--- src/design/keypad_pkg.sv ---
package keypad_pkg;

  // Key code is {row one-hot, column one-hot}, index 0 on the MSB
  typedef logic [7:0] key_code_t;   // Zero when no key is down
  typedef logic [3:0] nibble_t;     // One-hot row or column
  typedef logic [1:0] col_idx_t;    // Binary column number

  // Scan timing
  localparam int SCAN_DIV        = 4;                  // Clocks per column step
  localparam int SCAN_DIV_W      = $clog2(SCAN_DIV);   // Divider counter width
  localparam int DEBOUNCE_SWEEPS = 2;                  // Equal sweeps to accept a change

  // Row 0
  localparam key_code_t KEY_1    = 8'b1000_1000;
  localparam key_code_t KEY_2    = 8'b1000_0100;  // ABC
  localparam key_code_t KEY_3    = 8'b1000_0010;  // DEF
  localparam key_code_t KEY_A    = 8'b1000_0001;
  // Row 1
  localparam key_code_t KEY_4    = 8'b0100_1000;  // GHI
  localparam key_code_t KEY_5    = 8'b0100_0100;  // JKL
  localparam key_code_t KEY_6    = 8'b0100_0010;  // MNO
  localparam key_code_t KEY_B    = 8'b0100_0001;
  // Row 2
  localparam key_code_t KEY_7    = 8'b0010_1000;  // PQRS
  localparam key_code_t KEY_8    = 8'b0010_0100;  // TUV
  localparam key_code_t KEY_9    = 8'b0010_0010;  // WXYZ
  localparam key_code_t KEY_C    = 8'b0010_0001;  // Game end
  // Row 3
  localparam key_code_t KEY_STAR = 8'b0001_1000;  // Submit letter
  localparam key_code_t KEY_0    = 8'b0001_0100;  // Clear letter
  localparam key_code_t KEY_HASH = 8'b0001_0010;  // Submit word
  localparam key_code_t KEY_D    = 8'b0001_0001;

  // Multi-tap FSM, TAPn selects the n-th letter of the key
  typedef enum logic [2:0] {
    IDLE, TAP0, TAP1, TAP2, TAP3, DONE
  } tap_state_t;

endpackage

--- src/design/text_pkg.sv ---
package text_pkg;

  // One ASCII character
  typedef logic [7:0] char_t;

  // Longest word the buffer holds
  localparam int WORD_LEN = 5;

  // Packed word, character 0 in the lowest byte
  // Bytes past the stored count stay zero
  typedef logic [8*WORD_LEN-1:0] word_t;

  // Number of stored characters, 0 to WORD_LEN
  typedef logic [2:0] word_count_t;

endpackage

--- src/design/key_scanner.sv ---
`timescale 1ns/1ns
module key_scanner (
  input  logic                  clk,
  input  logic                  nRst,
  input  logic                  step,
  input  logic                  sweep_end,
  input  keypad_pkg::col_idx_t  col_idx,
  input  keypad_pkg::nibble_t   row,
  output keypad_pkg::nibble_t   col,
  output keypad_pkg::key_code_t key,
  output logic                  strobe
);

  keypad_pkg::key_code_t cand;        // First hit of the sweep in progress
  keypad_pkg::key_code_t sweep_code;  // Result of the sweep closing now
  keypad_pkg::key_code_t last_sweep;  // Result of the previous sweep
  logic [1:0]            match_cnt;   // Run length of equal sweeps
  logic [1:0]            next_cnt;
  logic                  key_was_nz;  // Key level one cycle back

  // One-hot column drive, column 0 on the MSB
  assign col = 4'b1000 >> col_idx;

  // Earlier hit wins, else take what column 3 shows
  always_comb begin
    if (cand != '0) begin
      sweep_code = cand;
    end else if (row != '0) begin
      sweep_code = {row, col};
    end else begin
      sweep_code = '0;
    end
  end

  // Run length, saturates at the top
  always_comb begin
    if (sweep_code != last_sweep) begin
      next_cnt = 2'd1;                 // New code starts a fresh run
    end else if (match_cnt == '1) begin
      next_cnt = match_cnt;
    end else begin
      next_cnt = match_cnt + 2'd1;
    end
  end

  // Sweep capture and debounce
  always_ff @(posedge clk, negedge nRst) begin
    if (!nRst) begin
      cand       <= '0;
      last_sweep <= '0;
      match_cnt  <= '0;
      key        <= '0;
    end else if (step) begin
      if (sweep_end) begin
        cand       <= '0;              // Next sweep starts clean
        last_sweep <= sweep_code;
        match_cnt  <= next_cnt;
        if (next_cnt >= 2'(keypad_pkg::DEBOUNCE_SWEEPS)) begin
          key <= sweep_code;           // Stable long enough
        end
      end else if (cand == '0 && row != '0) begin
        cand <= {row, col};            // Latch first key seen
      end
    end
  end

  // Press strobe, one cycle after key leaves zero
  always_ff @(posedge clk, negedge nRst) begin
    if (!nRst) begin
      key_was_nz <= 1'b0;
      strobe     <= 1'b0;
    end else begin
      key_was_nz <= |key;
      strobe     <= |key && !key_was_nz;
    end
  end

endmodule

--- src/design/keypad_word_top.sv ---
`timescale 1ns/1ns
module keypad_word_top (
  input  logic                  clk,
  input  logic                  nRst,
  input  keypad_pkg::nibble_t   row,
  output keypad_pkg::nibble_t   col,
  output text_pkg::char_t       letter,
  output logic                  letter_valid,
  output text_pkg::word_t       word,
  output text_pkg::word_count_t word_count,
  output logic                  word_valid,
  output logic                  game_over
);

  logic                  step;         // Column step tick
  logic                  sweep_end;    // Last step of a sweep
  keypad_pkg::col_idx_t  col_idx;
  keypad_pkg::key_code_t key;          // Debounced key level
  logic                  strobe;       // New press
  logic                  word_submit;
  logic                  game_end;

  scan_timer u_timer (
    .clk, .nRst, .step, .sweep_end, .col_idx
  );

  key_scanner u_scanner (
    .clk, .nRst, .step, .sweep_end, .col_idx,
    .row, .col, .key, .strobe
  );

  multitap_fsm u_fsm (
    .clk, .nRst, .strobe, .key,
    .letter, .letter_valid, .word_submit, .game_end
  );

  word_buffer u_buffer (
    .clk, .nRst, .letter, .letter_valid, .word_submit, .game_end,
    .word, .word_count, .word_valid, .game_over
  );

endmodule

--- src/design/multitap_fsm.sv ---
`timescale 1ns/1ns
module multitap_fsm (
  input  logic                  clk,
  input  logic                  nRst,
  input  logic                  strobe,
  input  keypad_pkg::key_code_t key,
  output text_pkg::char_t       letter,
  output logic                  letter_valid,
  output logic                  word_submit,
  output logic                  game_end
);

  keypad_pkg::tap_state_t state, next_state;
  keypad_pkg::key_code_t  prev_key;     // Last digit key with letters
  text_pkg::char_t        next_letter;
  text_pkg::char_t        base;         // First letter of the pressed key
  logic                   letter_key;   // Press of a key 2 to 9
  logic                   four_letter;  // Keys 7 and 9 carry a fourth letter
  logic                   tapping;      // A letter is pending

  // First letter of each digit key, zero for all others
  function automatic text_pkg::char_t base_char(input keypad_pkg::key_code_t k);
    text_pkg::char_t c;
    case (k)
      keypad_pkg::KEY_2: c = "A";
      keypad_pkg::KEY_3: c = "D";
      keypad_pkg::KEY_4: c = "G";
      keypad_pkg::KEY_5: c = "J";
      keypad_pkg::KEY_6: c = "M";
      keypad_pkg::KEY_7: c = "P";
      keypad_pkg::KEY_8: c = "T";
      keypad_pkg::KEY_9: c = "W";
      default:           c = 8'd0;
    endcase
    return c;
  endfunction

  // Offset of the selected letter within its key
  function automatic text_pkg::char_t tap_offset(input keypad_pkg::tap_state_t s);
    text_pkg::char_t o;
    case (s)
      keypad_pkg::TAP1: o = 8'd1;
      keypad_pkg::TAP2: o = 8'd2;
      keypad_pkg::TAP3: o = 8'd3;
      default:          o = 8'd0;
    endcase
    return o;
  endfunction

  assign base        = base_char(key);
  assign letter_key  = strobe && (base != '0);
  assign four_letter = (key == keypad_pkg::KEY_7) || (key == keypad_pkg::KEY_9);
  assign tapping     = (state == keypad_pkg::TAP0) || (state == keypad_pkg::TAP1) ||
                       (state == keypad_pkg::TAP2) || (state == keypad_pkg::TAP3);

  always_comb begin
    next_state  = state;
    next_letter = letter;
    word_submit = 1'b0;
    game_end    = 1'b0;

    // DONE lasts one cycle
    if (state == keypad_pkg::DONE) begin
      next_state  = keypad_pkg::IDLE;
      next_letter = '0;
    end

    // Keys act on the press strobe only
    if (strobe) begin
      case (key)
        keypad_pkg::KEY_STAR: begin
          if (tapping) next_state = keypad_pkg::DONE;  // Letter already held
        end
        keypad_pkg::KEY_0: begin
          next_state  = keypad_pkg::IDLE;              // Drop pending letter
          next_letter = '0;
        end
        keypad_pkg::KEY_HASH: begin
          word_submit = 1'b1;                          // Pending letter is discarded
          next_state  = keypad_pkg::IDLE;
          next_letter = '0;
        end
        keypad_pkg::KEY_C: begin
          game_end    = 1'b1;
          next_state  = keypad_pkg::IDLE;
          next_letter = '0;
        end
        keypad_pkg::KEY_1, keypad_pkg::KEY_A,
        keypad_pkg::KEY_B, keypad_pkg::KEY_D: begin
          next_state = state;                          // No effect
        end
        default: begin
          if (letter_key) begin
            if (tapping && key == prev_key) begin
              // Same key again, cycle through its letters
              case (state)
                keypad_pkg::TAP0: next_state = keypad_pkg::TAP1;
                keypad_pkg::TAP1: next_state = keypad_pkg::TAP2;
                keypad_pkg::TAP2: next_state = four_letter ? keypad_pkg::TAP3
                                                           : keypad_pkg::TAP0;
                default:          next_state = keypad_pkg::TAP0;
              endcase
            end else begin
              next_state = keypad_pkg::TAP0;           // New key restarts
            end
            next_letter = base + tap_offset(next_state);
          end
        end
      endcase
    end
  end

  always_ff @(posedge clk, negedge nRst) begin
    if (!nRst) begin
      state        <= keypad_pkg::IDLE;
      letter       <= '0;
      letter_valid <= 1'b0;
      prev_key     <= '0;
    end else begin
      state        <= next_state;
      letter       <= next_letter;
      letter_valid <= (next_state == keypad_pkg::DONE);  // Aligned with DONE
      if (letter_key) prev_key <= key;
    end
  end

endmodule

--- src/design/scan_timer.sv ---
`timescale 1ns/1ns
module scan_timer (
  input  logic                 clk,
  input  logic                 nRst,
  output logic                 step,
  output logic                 sweep_end,
  output keypad_pkg::col_idx_t col_idx
);

  logic [keypad_pkg::SCAN_DIV_W-1:0] div_cnt;  // Clock within current column

  // Last clock of a column slot, rows have settled by now
  assign step      = (int'(div_cnt) == keypad_pkg::SCAN_DIV - 1);
  // Step that closes column 3 ends the sweep
  assign sweep_end = step && (col_idx == 2'd3);

  // Free-running divider
  always_ff @(posedge clk, negedge nRst) begin
    if (!nRst) begin
      div_cnt <= '0;
    end else if (step) begin
      div_cnt <= '0;                   // Wrap at SCAN_DIV
    end else begin
      div_cnt <= div_cnt + 1'b1;
    end
  end

  // Column counter, wraps once per sweep
  always_ff @(posedge clk, negedge nRst) begin
    if (!nRst) begin
      col_idx <= '0;                   // Column 0 after reset
    end else if (step) begin
      col_idx <= col_idx + 2'd1;
    end
  end

endmodule

--- src/design/word_buffer.sv ---
`timescale 1ns/1ns
module word_buffer (
  input  logic                  clk,
  input  logic                  nRst,
  input  text_pkg::char_t       letter,
  input  logic                  letter_valid,
  input  logic                  word_submit,
  input  logic                  game_end,
  output text_pkg::word_t       word,
  output text_pkg::word_count_t word_count,
  output logic                  word_valid,
  output logic                  game_over
);

  logic room;     // Space left for another letter
  logic append;   // Store the incoming letter this cycle

  assign room   = word_count < text_pkg::word_count_t'(text_pkg::WORD_LEN);
  assign append = letter_valid && !game_over && room;  // Full buffer drops it

  // Submit pulse, word and count are live during it
  always_ff @(posedge clk, negedge nRst) begin
    if (!nRst) begin
      word_valid <= 1'b0;
    end else begin
      word_valid <= word_submit && !game_over;
    end
  end

  // Game end latches until reset
  always_ff @(posedge clk, negedge nRst) begin
    if (!nRst) begin
      game_over <= 1'b0;
    end else if (game_end) begin
      game_over <= 1'b1;
    end
  end

  // Letter storage
  always_ff @(posedge clk, negedge nRst) begin
    if (!nRst) begin
      word       <= '0;
      word_count <= '0;
    end else if (game_end || word_valid) begin
      word       <= '0;                         // Clear after publish or at game end
      word_count <= '0;
    end else if (append) begin
      word[8*word_count +: 8] <= letter;        // Next free byte
      word_count              <= word_count + 3'd1;
    end
  end

endmodule

--- config.mk ---
export PLATFORM = sky130hd
export DESIGN_NAME = keypad_word_top
export DESIGN_NICKNAME = d
export VERILOG_FILES = /design/src/design/keypad_pkg.sv /design/src/design/text_pkg.sv /design/src/design/key_scanner.sv /design/src/design/keypad_word_top.sv /design/src/design/multitap_fsm.sv /design/src/design/scan_timer.sv /design/src/design/word_buffer.sv
export SDC_FILE = /design/constraint.sdc
export NUM_CORES = 1
export LEC_CHECK = 0
export BUFFER_PORTS_ARGS = -buffer_cell sky130_fd_sc_hd__buf_4
export CAP_MARGIN = 30
export CELL_PAD_IN_SITES_DETAIL_PLACEMENT = 0
export CELL_PAD_IN_SITES_GLOBAL_PLACEMENT = 1
export CORE_UTILIZATION = 40
export DETAILED_ROUTE_END_ITERATION = 12
export PLACE_DENSITY = 0.71
export SYNTH_ARGS = -nofsm -noshare
export SYNTH_HDL_FRONTEND = slang
export SYNTH_SLANG_ARGS = --single-unit
--- constraint.sdc ---
create_clock -name clk -period 2.9 [get_ports clk]
set_clock_uncertainty 0.05 [all_clocks]
set_input_delay 0.145 -clock clk [delete_from_list [all_inputs] [get_ports clk]]
set_output_delay 0.145 -clock clk [all_outputs]
set_load 0.01 [all_outputs]
==> results.toml, run 1 <==
[synth]
synth-xor-area-share_pct = 4.07
synthMuxAreaShare_pct = 7.94
synth_top_area_cell = "dfrtp_1"
yosysWarningCount = 0
synth-seq-cells = 97
yosysMostFrequentCell = "dfrtp_1"
syn_nets = 507
seq_area_frac_synth_pct = 49.1
post-synth-top-area-fraction_pct = 49.1
synthDistinctLibCells = 57
syn_area_sq_um = 4950
synth_compound_area_share_pct = 13.4
synth_edf_count = 0
synth_top_family_by_area = "simple AND/OR/NAND/NOR gates"
avgSynthCellArea_sq_um = 10.1
netlist_instances = 490
ys_top_cells_by_area = "dfrtp_1 (49%), mux2i_1 (7.5%), nor2_1 (3.6%)"
synth-simple-area-share_pct = 17.9
netlist_top_cells_count = "dfrtp_1 (97), nor2_1 (48), mux2i_1 (37)"
synth_fa_ha_area_share_pct = 2.93
ys.flop_type = "dfrtp_1"
synthArstFlopShare_pct = 100

[clock_tree]
numCtsBuffers = 9
clkTransAtPathRegs_ps = 70
root_buffer = "clkbuf_16"
cts_tree = "built"
cts_buffer_depth = 2
insertion_delay_ps = 350
clock_sinks = 97
post_cts_buffers = 0
cts_max_level = 3

[status]
status = "finished, final reports clean"

[die]
rows = 40
fp.dieW_um = 113
initial_core_util_pct = 41.2
io_pins = 64
fp.coreArea_sq_um = 12000
die_h_um = 113
dieArea_sq_um = 12800

[drt]
drtAntennaViolNets = 0
wl_per_cell_um = 16.7
vias = 3942
vias_per_cell = 5.39
first_iter_violations = 224
dr.pass1.iters = 4
drcViolationCount = 0
routed_wirelength_mm = 12.2

[sta]
fmax_ghz = 0.355
rsz0062_at_grt = "yes"
period_minus_slack_ps = 2820
timing.final.crit_share_pct = 97.3
final_hold_viol_count = 0
drv_slew = 0
setup_viol = 0
slew-limit-headroom_pct = 32.3
worstMarginPinSlew_ps = 1010
setup_tns_ps = 0

[pwr]
vdd_drop_max_mv = 0.323
p_total_w = 0.00266
power.leakage_nw = 3.05
p_per_area_nw_per_um2 = 431

[worst_setup_path]
startpoint_type = "flop"
worstSetupEndpoint = "u_fsm.letter[4]"
crit_type = "flop to flop"
startpoint = "u_scanner.key[6]"
crit_arrival_ps = 3040
reg2reg_slack_ps = 80
cp.required_ps = 3120
end_kind = "flop"
reg2reg_depth = 9
critPathMaxFanout = 11
r2r-start = "u_scanner.key[6]"
worst_r2r_endpoint = "u_fsm.letter[4]"

[layout]
utilization_pct = 51.4
antenna_cells = 0
stdcell_area_sq_um = 6170
final_nets = 598
syn2layout_area_growth_pct = 24.8
drive_gt1_share_pct = 22.7

[global_route]
overflow = 0
grt_pass1_wl_mm = 20.2
grt_usage_pct = 20.3
grt_pass1_vias = 3898
grt_start_max_net_pins = 46
antenna_found_initial = 0

[flow_run]
cap_violations = 0

[hold_path]
hold_class = "input port to flop"

[place]
port_buffers = 63
postPlaceCellArea_sq_um = 5820
gp_congestion = 0.885
post-dp-hpwl_mm = 9.13
-- how the worst min path moves through the flow --
stage,cells after the start,from,slack [ps],end
after global placement,1,nRst,130,u_buffer.word[22]
after global routing,3,row[0],20,u_scanner.cand[4]
after floorplan,0,nRst,-200,u_buffer.game_over
after CTS,3,row[0],0.1,u_scanner.cand[4]
final,3,row[2],4,u_scanner.cand[6]
after detailed placement,1,nRst,140,u_buffer.word[30]
-- cells by family (layout without fill, tap and decap cells) --
family / count (synthesis) / after routing
buffers and inverters: 56 / 151
multiplexers: 39 / 39
adder cells (fa/ha/maj): 11 / 11
XOR/XNOR: 23 / 23
flip-flops: 97 / 97
AO/OA/AOI/OAI: 97 / 97
AND/OR/NAND/NOR: 167 / 167
-- area by class of cell --
type | instances | area (sq um)
clock buffers | 11 | 253
clock inverters | 4 | 36.3
fillers | 1130 | 5840
inverters | 29 | 109
multi-input cells | 337 | 2340
flip-flops and latches | 97 | 2430
well taps | 147 | 184
repair buffers | 107 | 821
-- critical path: stages, from the launching register on --
cell and delay, ps:
dfrtp_1 390, buf_4 190, nor4b_4 310, nand4_1 260, a211oi_2 330, ha_1 200
inv_1 60, fa_1 410, o41a_1 410, o21ai_0 140
-- cell usage in the layout (no fill, tap or decap), drive strengths merged, types with 14 or more instances in the layout --
cell type	n
a22o	16
nor2	48
a21oi	14
nor2b	21
o21ai	31
nand2	33
mux2i	37
xor2	19
dfrtp	97
inv	30
buf	105
-- where the power goes --
group / internal, W / leakage (nW) / switching, W / total, W
registers: 0.00136 / 1.29 / 0.0000102 / 0.00137
logic: 0.0000416 / 1.62 / 0.0000734 / 0.000115
clock network: 0.000635 / 0.140 / 0.000537 / 0.00117
-- flip-flops by register name, summed over array words and instances (netlist names) --
register              count
u_scanner.strobe          1
u_scanner.match_cnt       2
u_fsm.state               3
u_buffer.game_over        1
u_buffer.word_valid       1
u_scanner.key             8
u_scanner.key_was_nz      1
u_buffer.word_count       3
u_scanner.last_sweep      8
u_fsm.prev_key            8
u_fsm.letter              8
u_timer.col_idx           2
u_fsm.letter_valid        1
u_scanner.cand            8
u_timer.div_cnt           2
u_buffer.word            40
-- through the flow --
step,cells,hold slack (ps),setup slack [ps]
final,732,3.76,79.7
after detailed placement,715,137,-33.9
after CTS,732,0.139,11.4
after global routing,732,16.1,-92.8
after floorplan,490,-201,22.1
after global placement,715,132,45.3
-- per-layer routing --
layer  track usage [%]  vias to the layer above  routed length, um
met2              33.3                       69               6000
met1              26.7                     1943               5660
met5                 0                        -                  0
met4              7.11                        0                184
li1                  -                     1916                  -
met3              4.18                       14                403
-- what timing repair did --
item                       4_1_cts  5_1_grt
pin swaps                        0        1
setup endpoints to repair        1       12
gates resized for setup          1        8
hold buffers                     2        0
hold endpoints to repair        44        0
Power figures use the tool's default switching activity.
==> run 2: changes to the inputs <==
CELL_PAD_IN_SITES_DETAIL_PLACEMENT = unset   (was 0)
CELL_PAD_IN_SITES_GLOBAL_PLACEMENT = unset   (was 1)
PLACE_DENSITY = 0.57   (was 0.71)
==> results.toml, run 2 (synthesis results as in run 1) <==
[clock_tree]
post_cts_buffers = 0
cts_tree = "built"
numCtsBuffers = 9
clkTransAtPathRegs_ps = 60
cts_max_level = 3
insertion_delay_ps = 350
clock_sinks = 97
root_buffer = "clkbuf_16"
cts_buffer_depth = 2

[layout]
antenna_cells = 0
utilization_pct = 51.1
nFillCells = 1121
drive_gt1_share_pct = 21.6
final_nets = 596
layout_common_cells = "buf_4 (100), dfrtp_1 (97), nor2_1 (48), mux2i_1 (37), nand2_1 (33)"
top_register = "u_buffer.word"
syn2layout_area_growth_pct = 24.1
stdcell_area_sq_um = 6140
largest_register_ffs = 40
layout_commonest_cell = "buf_4"

[sta]
fmax_ghz = 0.355
final_hold_viol_count = 0
period_minus_slack_ps = 2820
timing.final.crit_share_pct = 97.1
rsz0062_at_grt = "yes"
setup_viol = 0
worstMarginPinSlew_ps = 958
slew-limit-headroom_pct = 35.7
drv_slew = 0
setup_tns_ps = 0
hold_ws_ps = 8.00

[worst_setup_path]
crit_arrival_ps = 3030
cp.required_ps = 3120
r2r-start = "u_scanner.key[4]"
critPathMaxFanout = 10
crit_type = "flop to flop"
reg2reg_slack_ps = 80
startpoint_type = "flop"
end_kind = "flop"
reg2reg_depth = 9
worst_r2r_endpoint = "u_fsm.letter[4]"
worstSetupEndpoint = "u_fsm.letter[4]"
startpoint = "u_scanner.key[4]"

[global_route]
overflow = 0
grt_pass1_vias = 3941
grt_start_max_net_pins = 55
gr-usage-met1_pct = 28.8
use_met2_pct = 31.9
grt_pass1_wl_mm = 20.5
grt_use_met3_pct = 3.32
antenna_found_initial = 0
grt_usage_pct = 20.5
top_usage_layer = "met2"

[die]
die_h_um = 113
dieArea_sq_um = 12800
io_pins = 64
fp.dieW_um = 113
fp.coreArea_sq_um = 12000
initial_core_util_pct = 41.2
rows = 40

[hold_path]
hold_class = "input port to flop"

[pwr]
p_per_area_nw_per_um2 = 424
p_total_w = 0.00260
vdd_drop_max_mv = 0.364
power.leakage_nw = 3.03

[flow_run]
cap_violations = 0

[drt]
drtAntennaViolNets = 0
wl_per_cell_um = 16.6
vias_per_cell = 5.34
dr.pass1.iters = 4
vias = 3897
first_iter_violations = 281
drcViolationCount = 0
routed_wirelength_mm = 12.1

[place]
post-dp-hpwl_mm = 8.97
port_buffers = 63
gp_congestion = 0.830
postPlaceCellArea_sq_um = 5790

[status]
status = "finished, final reports clean"
## run 2: what timing repair did
action,4_1_cts,5_1_grt
endpoints found under the hold margin,46,0
setup endpoints to repair,1,10
pin swaps,1,1
resized for setup,3,4
gates cloned,0,0
hold buffers,4,0
## run 2: worst max-delay path: stages, from the launching register on
cell and delay, ps:
dfrtp_1 460, buf_4 210, nor4b_1 470, a21oi_1 90, nor3_1 200, ha_1 190
inv_1 60, fa_1 420, o41a_1 440, o21ai_0 150
## run 2: area by class of cell
| cell class | instances | area [sq um] | share of cell area (%) |
|---|---|---|---|
| Clock inverter | 3 | 25.0 | 0.408 |
| Tap cell | 147 | 184 | 3.00 |
| Clock buffer | 12 | 246 | 4.01 |
| Multi-Input combinational cell | 337 | 2340 | 38.1 |
| Sequential cell | 97 | 2430 | 39.5 |
| Timing Repair Buffer | 105 | 811 | 13.2 |
| Inverter | 29 | 109 | 1.77 |
## run 2: worst min path at each step
stage	start	end	cells after the start
after floorplan	nRst	u_buffer.game_over	0
after global placement	nRst	u_buffer.word_valid	1
after detailed placement	nRst	u_scanner.strobe	1
after CTS	row[2]	u_scanner.cand[6]	3
after global routing	row[2]	u_scanner.cand[6]	3
final	row[2]	u_scanner.cand[6]	3
## run 2: metal layers
layer | vias up | routed length [um]
met3 | 11 | 427
li1 | 1906 | -
met4 | 0 | 154
met5 | - | 0
met1 | 1897 | 5850
met2 | 83 | 5690
## run 2: stage by stage
stage | instances | setup slack, ps
after floorplan | 490 | 22.1
after global placement | 711 | 117
after detailed placement | 711 | 6.09
after CTS | 730 | 36.9
after global routing | 730 | -89.0
final | 730 | 83.5
## run 2: report_power, final
group	internal, W	switching [W]	leakage, nW
Combinational	0.0000413	0.0000721	1.61
Sequential	0.00136	0.0000106	1.29
Clock	0.000606	0.000508	0.129
==> run 3: changes to the inputs <==
ABC_CLOCK_PERIOD_IN_PS = 2900   (was unset)
PLACE_DENSITY = 0.61   (was 0.57)
RECOVER_POWER = 25   (was unset)
==> results.toml, run 3 (synthesis results as in run 1) <==
[drt]
vias_per_cell = 5.52
drcViolationCount = 0
wl_met2_mm = 5.91
drtAntennaViolNets = 0
vias = 4043
dr.pass1.iters = 5
wl_met1_mm = 5.62
routed_wirelength_mm = 12.3
wl_per_cell_um = 16.8
first_iter_violations = 269
met3RoutedLength_um = 633
top_layer = "met4"

[clock_tree]
root_buffer = "clkbuf_16"
numCtsBuffers = 9
insertion_delay_ps = 350
cts_tree = "built"
post_cts_buffers = 0
clock_sinks = 97
clkTransAtPathRegs_ps = 70
cts_buffer_depth = 2
cts_max_level = 3

[pwr]
power.leakage_nw = 2.99
vdd_drop_max_mv = 0.297
p_per_area_nw_per_um2 = 425

[layout]
utilization_pct = 50.9
ff_latch_area_sq_um = 2430
antenna_cells = 0
top_register = "u_buffer.word"
syn2layout_area_growth_pct = 23.6
nFillCells = 1122
layout_commonest_cell = "dfrtp_1"
largest_register_ffs = 40
layout_common_cells = "dfrtp_1 (96), buf_4 (88), nor2_1 (48), mux2i_1 (37), nand2_1 (33)"
drive_gt1_share_pct = 20.5
multiInputGateArea_sq_um = 2350
final_nets = 599

[worst_setup_path]
crit_family = "compound AO/OA/AOI/OAI gates"
crit_path_top_delay_cell = "dfrtp_1"
crit_type = "flop to flop"
end_kind = "flop"
path_cells = "nor4b_2, nand2_1, o21ai_1, a21oi_1, nor3_1, ha_1, inv_1, fa_1, o41a_1, o21ai_0"
cp.required_ps = 3120
critPathMaxFanout = 8
path_buf_inv = 1
startpoint_type = "flop"
cp_slowest_stage_delay_ps = 520
crit_arrival_ps = 2960

[sta]
rsz0062_at_grt = "yes"
final_hold_viol_count = 0
slew-limit-headroom_pct = 18.2
timing.final.crit_share_pct = 94.5
fmax_ghz = 0.365
period_minus_slack_ps = 2740
setup_tns_ps = 0
drv_slew = 0
setup_viol = 0
hold_ws_ps = 350
worstMarginPinSlew_ps = 1230

[die]
die_h_um = 113
initial_core_util_pct = 41.2
fp.dieW_um = 113
rows = 40
io_pins = 64
dieArea_sq_um = 12800
fp.coreArea_sq_um = 12000

[global_route]
grt_usage_pct = 20.4
grt_pass1_wl_mm = 20.3
overflow = 0
grt_start_max_net_pins = 51
antenna_found_initial = 0
grt_pass1_vias = 3879

[place]
port_buffers = 63
gp_congestion = 0.919
post-dp-hpwl_mm = 9.04

[hold_path]
hold_class = "flop to flop"

[status]
status = "finished, final reports clean"

[flow_run]
cap_violations = 0
## run 3: worst register-to-register path, stage by stage, from the launching register on
cell and delay, ps:
dfrtp_1 520, nor4b_2 310, nand2_1 130, o21ai_1 140, a21oi_1 80, nor3_1 200
ha_1 200, inv_1 60, fa_1 410, o41a_1 420, o21ai_0 140
## run 3: report_power, final
group	internal, W	switching [W]
clock	0.000598	0.000510
sequential	0.00136	0.0000116
combinational	0.0000420	0.0000710
total	0.00200	0.000593
## run 3: layout make-up
type	count	share of cell area (%)
clock buffer	10	3.91
clock inverter	5	0.512
inverter	29	1.78
multi-input combinational	337	38.4
sequential	97	39.7
tap	147	3.01
timing repair buffer	108	12.6
## run 3: worst paths after layout
check | endpoint | cells past startpoint | start | slack [ps]
worst max-delay path | u_fsm.letter[4] | 10 | u_scanner.key[7] | 160
worst min-delay path | u_scanner.strobe | 1 | u_scanner.key_was_nz | 350
worst max register to register | u_fsm.letter[4] | 10 | u_scanner.key[7] | 160
worst min register to register | u_scanner.strobe | 1 | u_scanner.key_was_nz | 350
max in group asynchronous | u_buffer.word[11] | 3 | nRst | 1220
min in group asynchronous | u_buffer.word[29] | 2 | nRst | 540
## run 3: timing repair
item                                    CTS  global route
gates cloned                              0             0
endpoints found under the setup margin    1            10
hold buffers                              5             0
endpoints found under the hold margin    52             0
pin swaps                                 0             3
gates resized for setup                   1            10
## run 3: through the flow
step           setup slack (ps)  std cells  cell area [sq um]  total power (W)
2_1_floorplan              22.1        490               4950          0.00145
3_3_place_gp              0.723        712               5780          0.00151
3_5_place_dp              -15.4        712               5780          0.00151
4_1_cts                    20.2        732               6110          0.00263
5_1_grt                   -51.2        733               6110          0.00270
6_report                    158        733               6110          0.00260
## run 3: per-layer routing
metal / track usage (%) / up-vias
met1: 27.2 / 1979
met3: 4.55 / 12
met5: 0 / -
met4: 7.28 / 0
met2: 32.8 / 145
li1: - / 1907
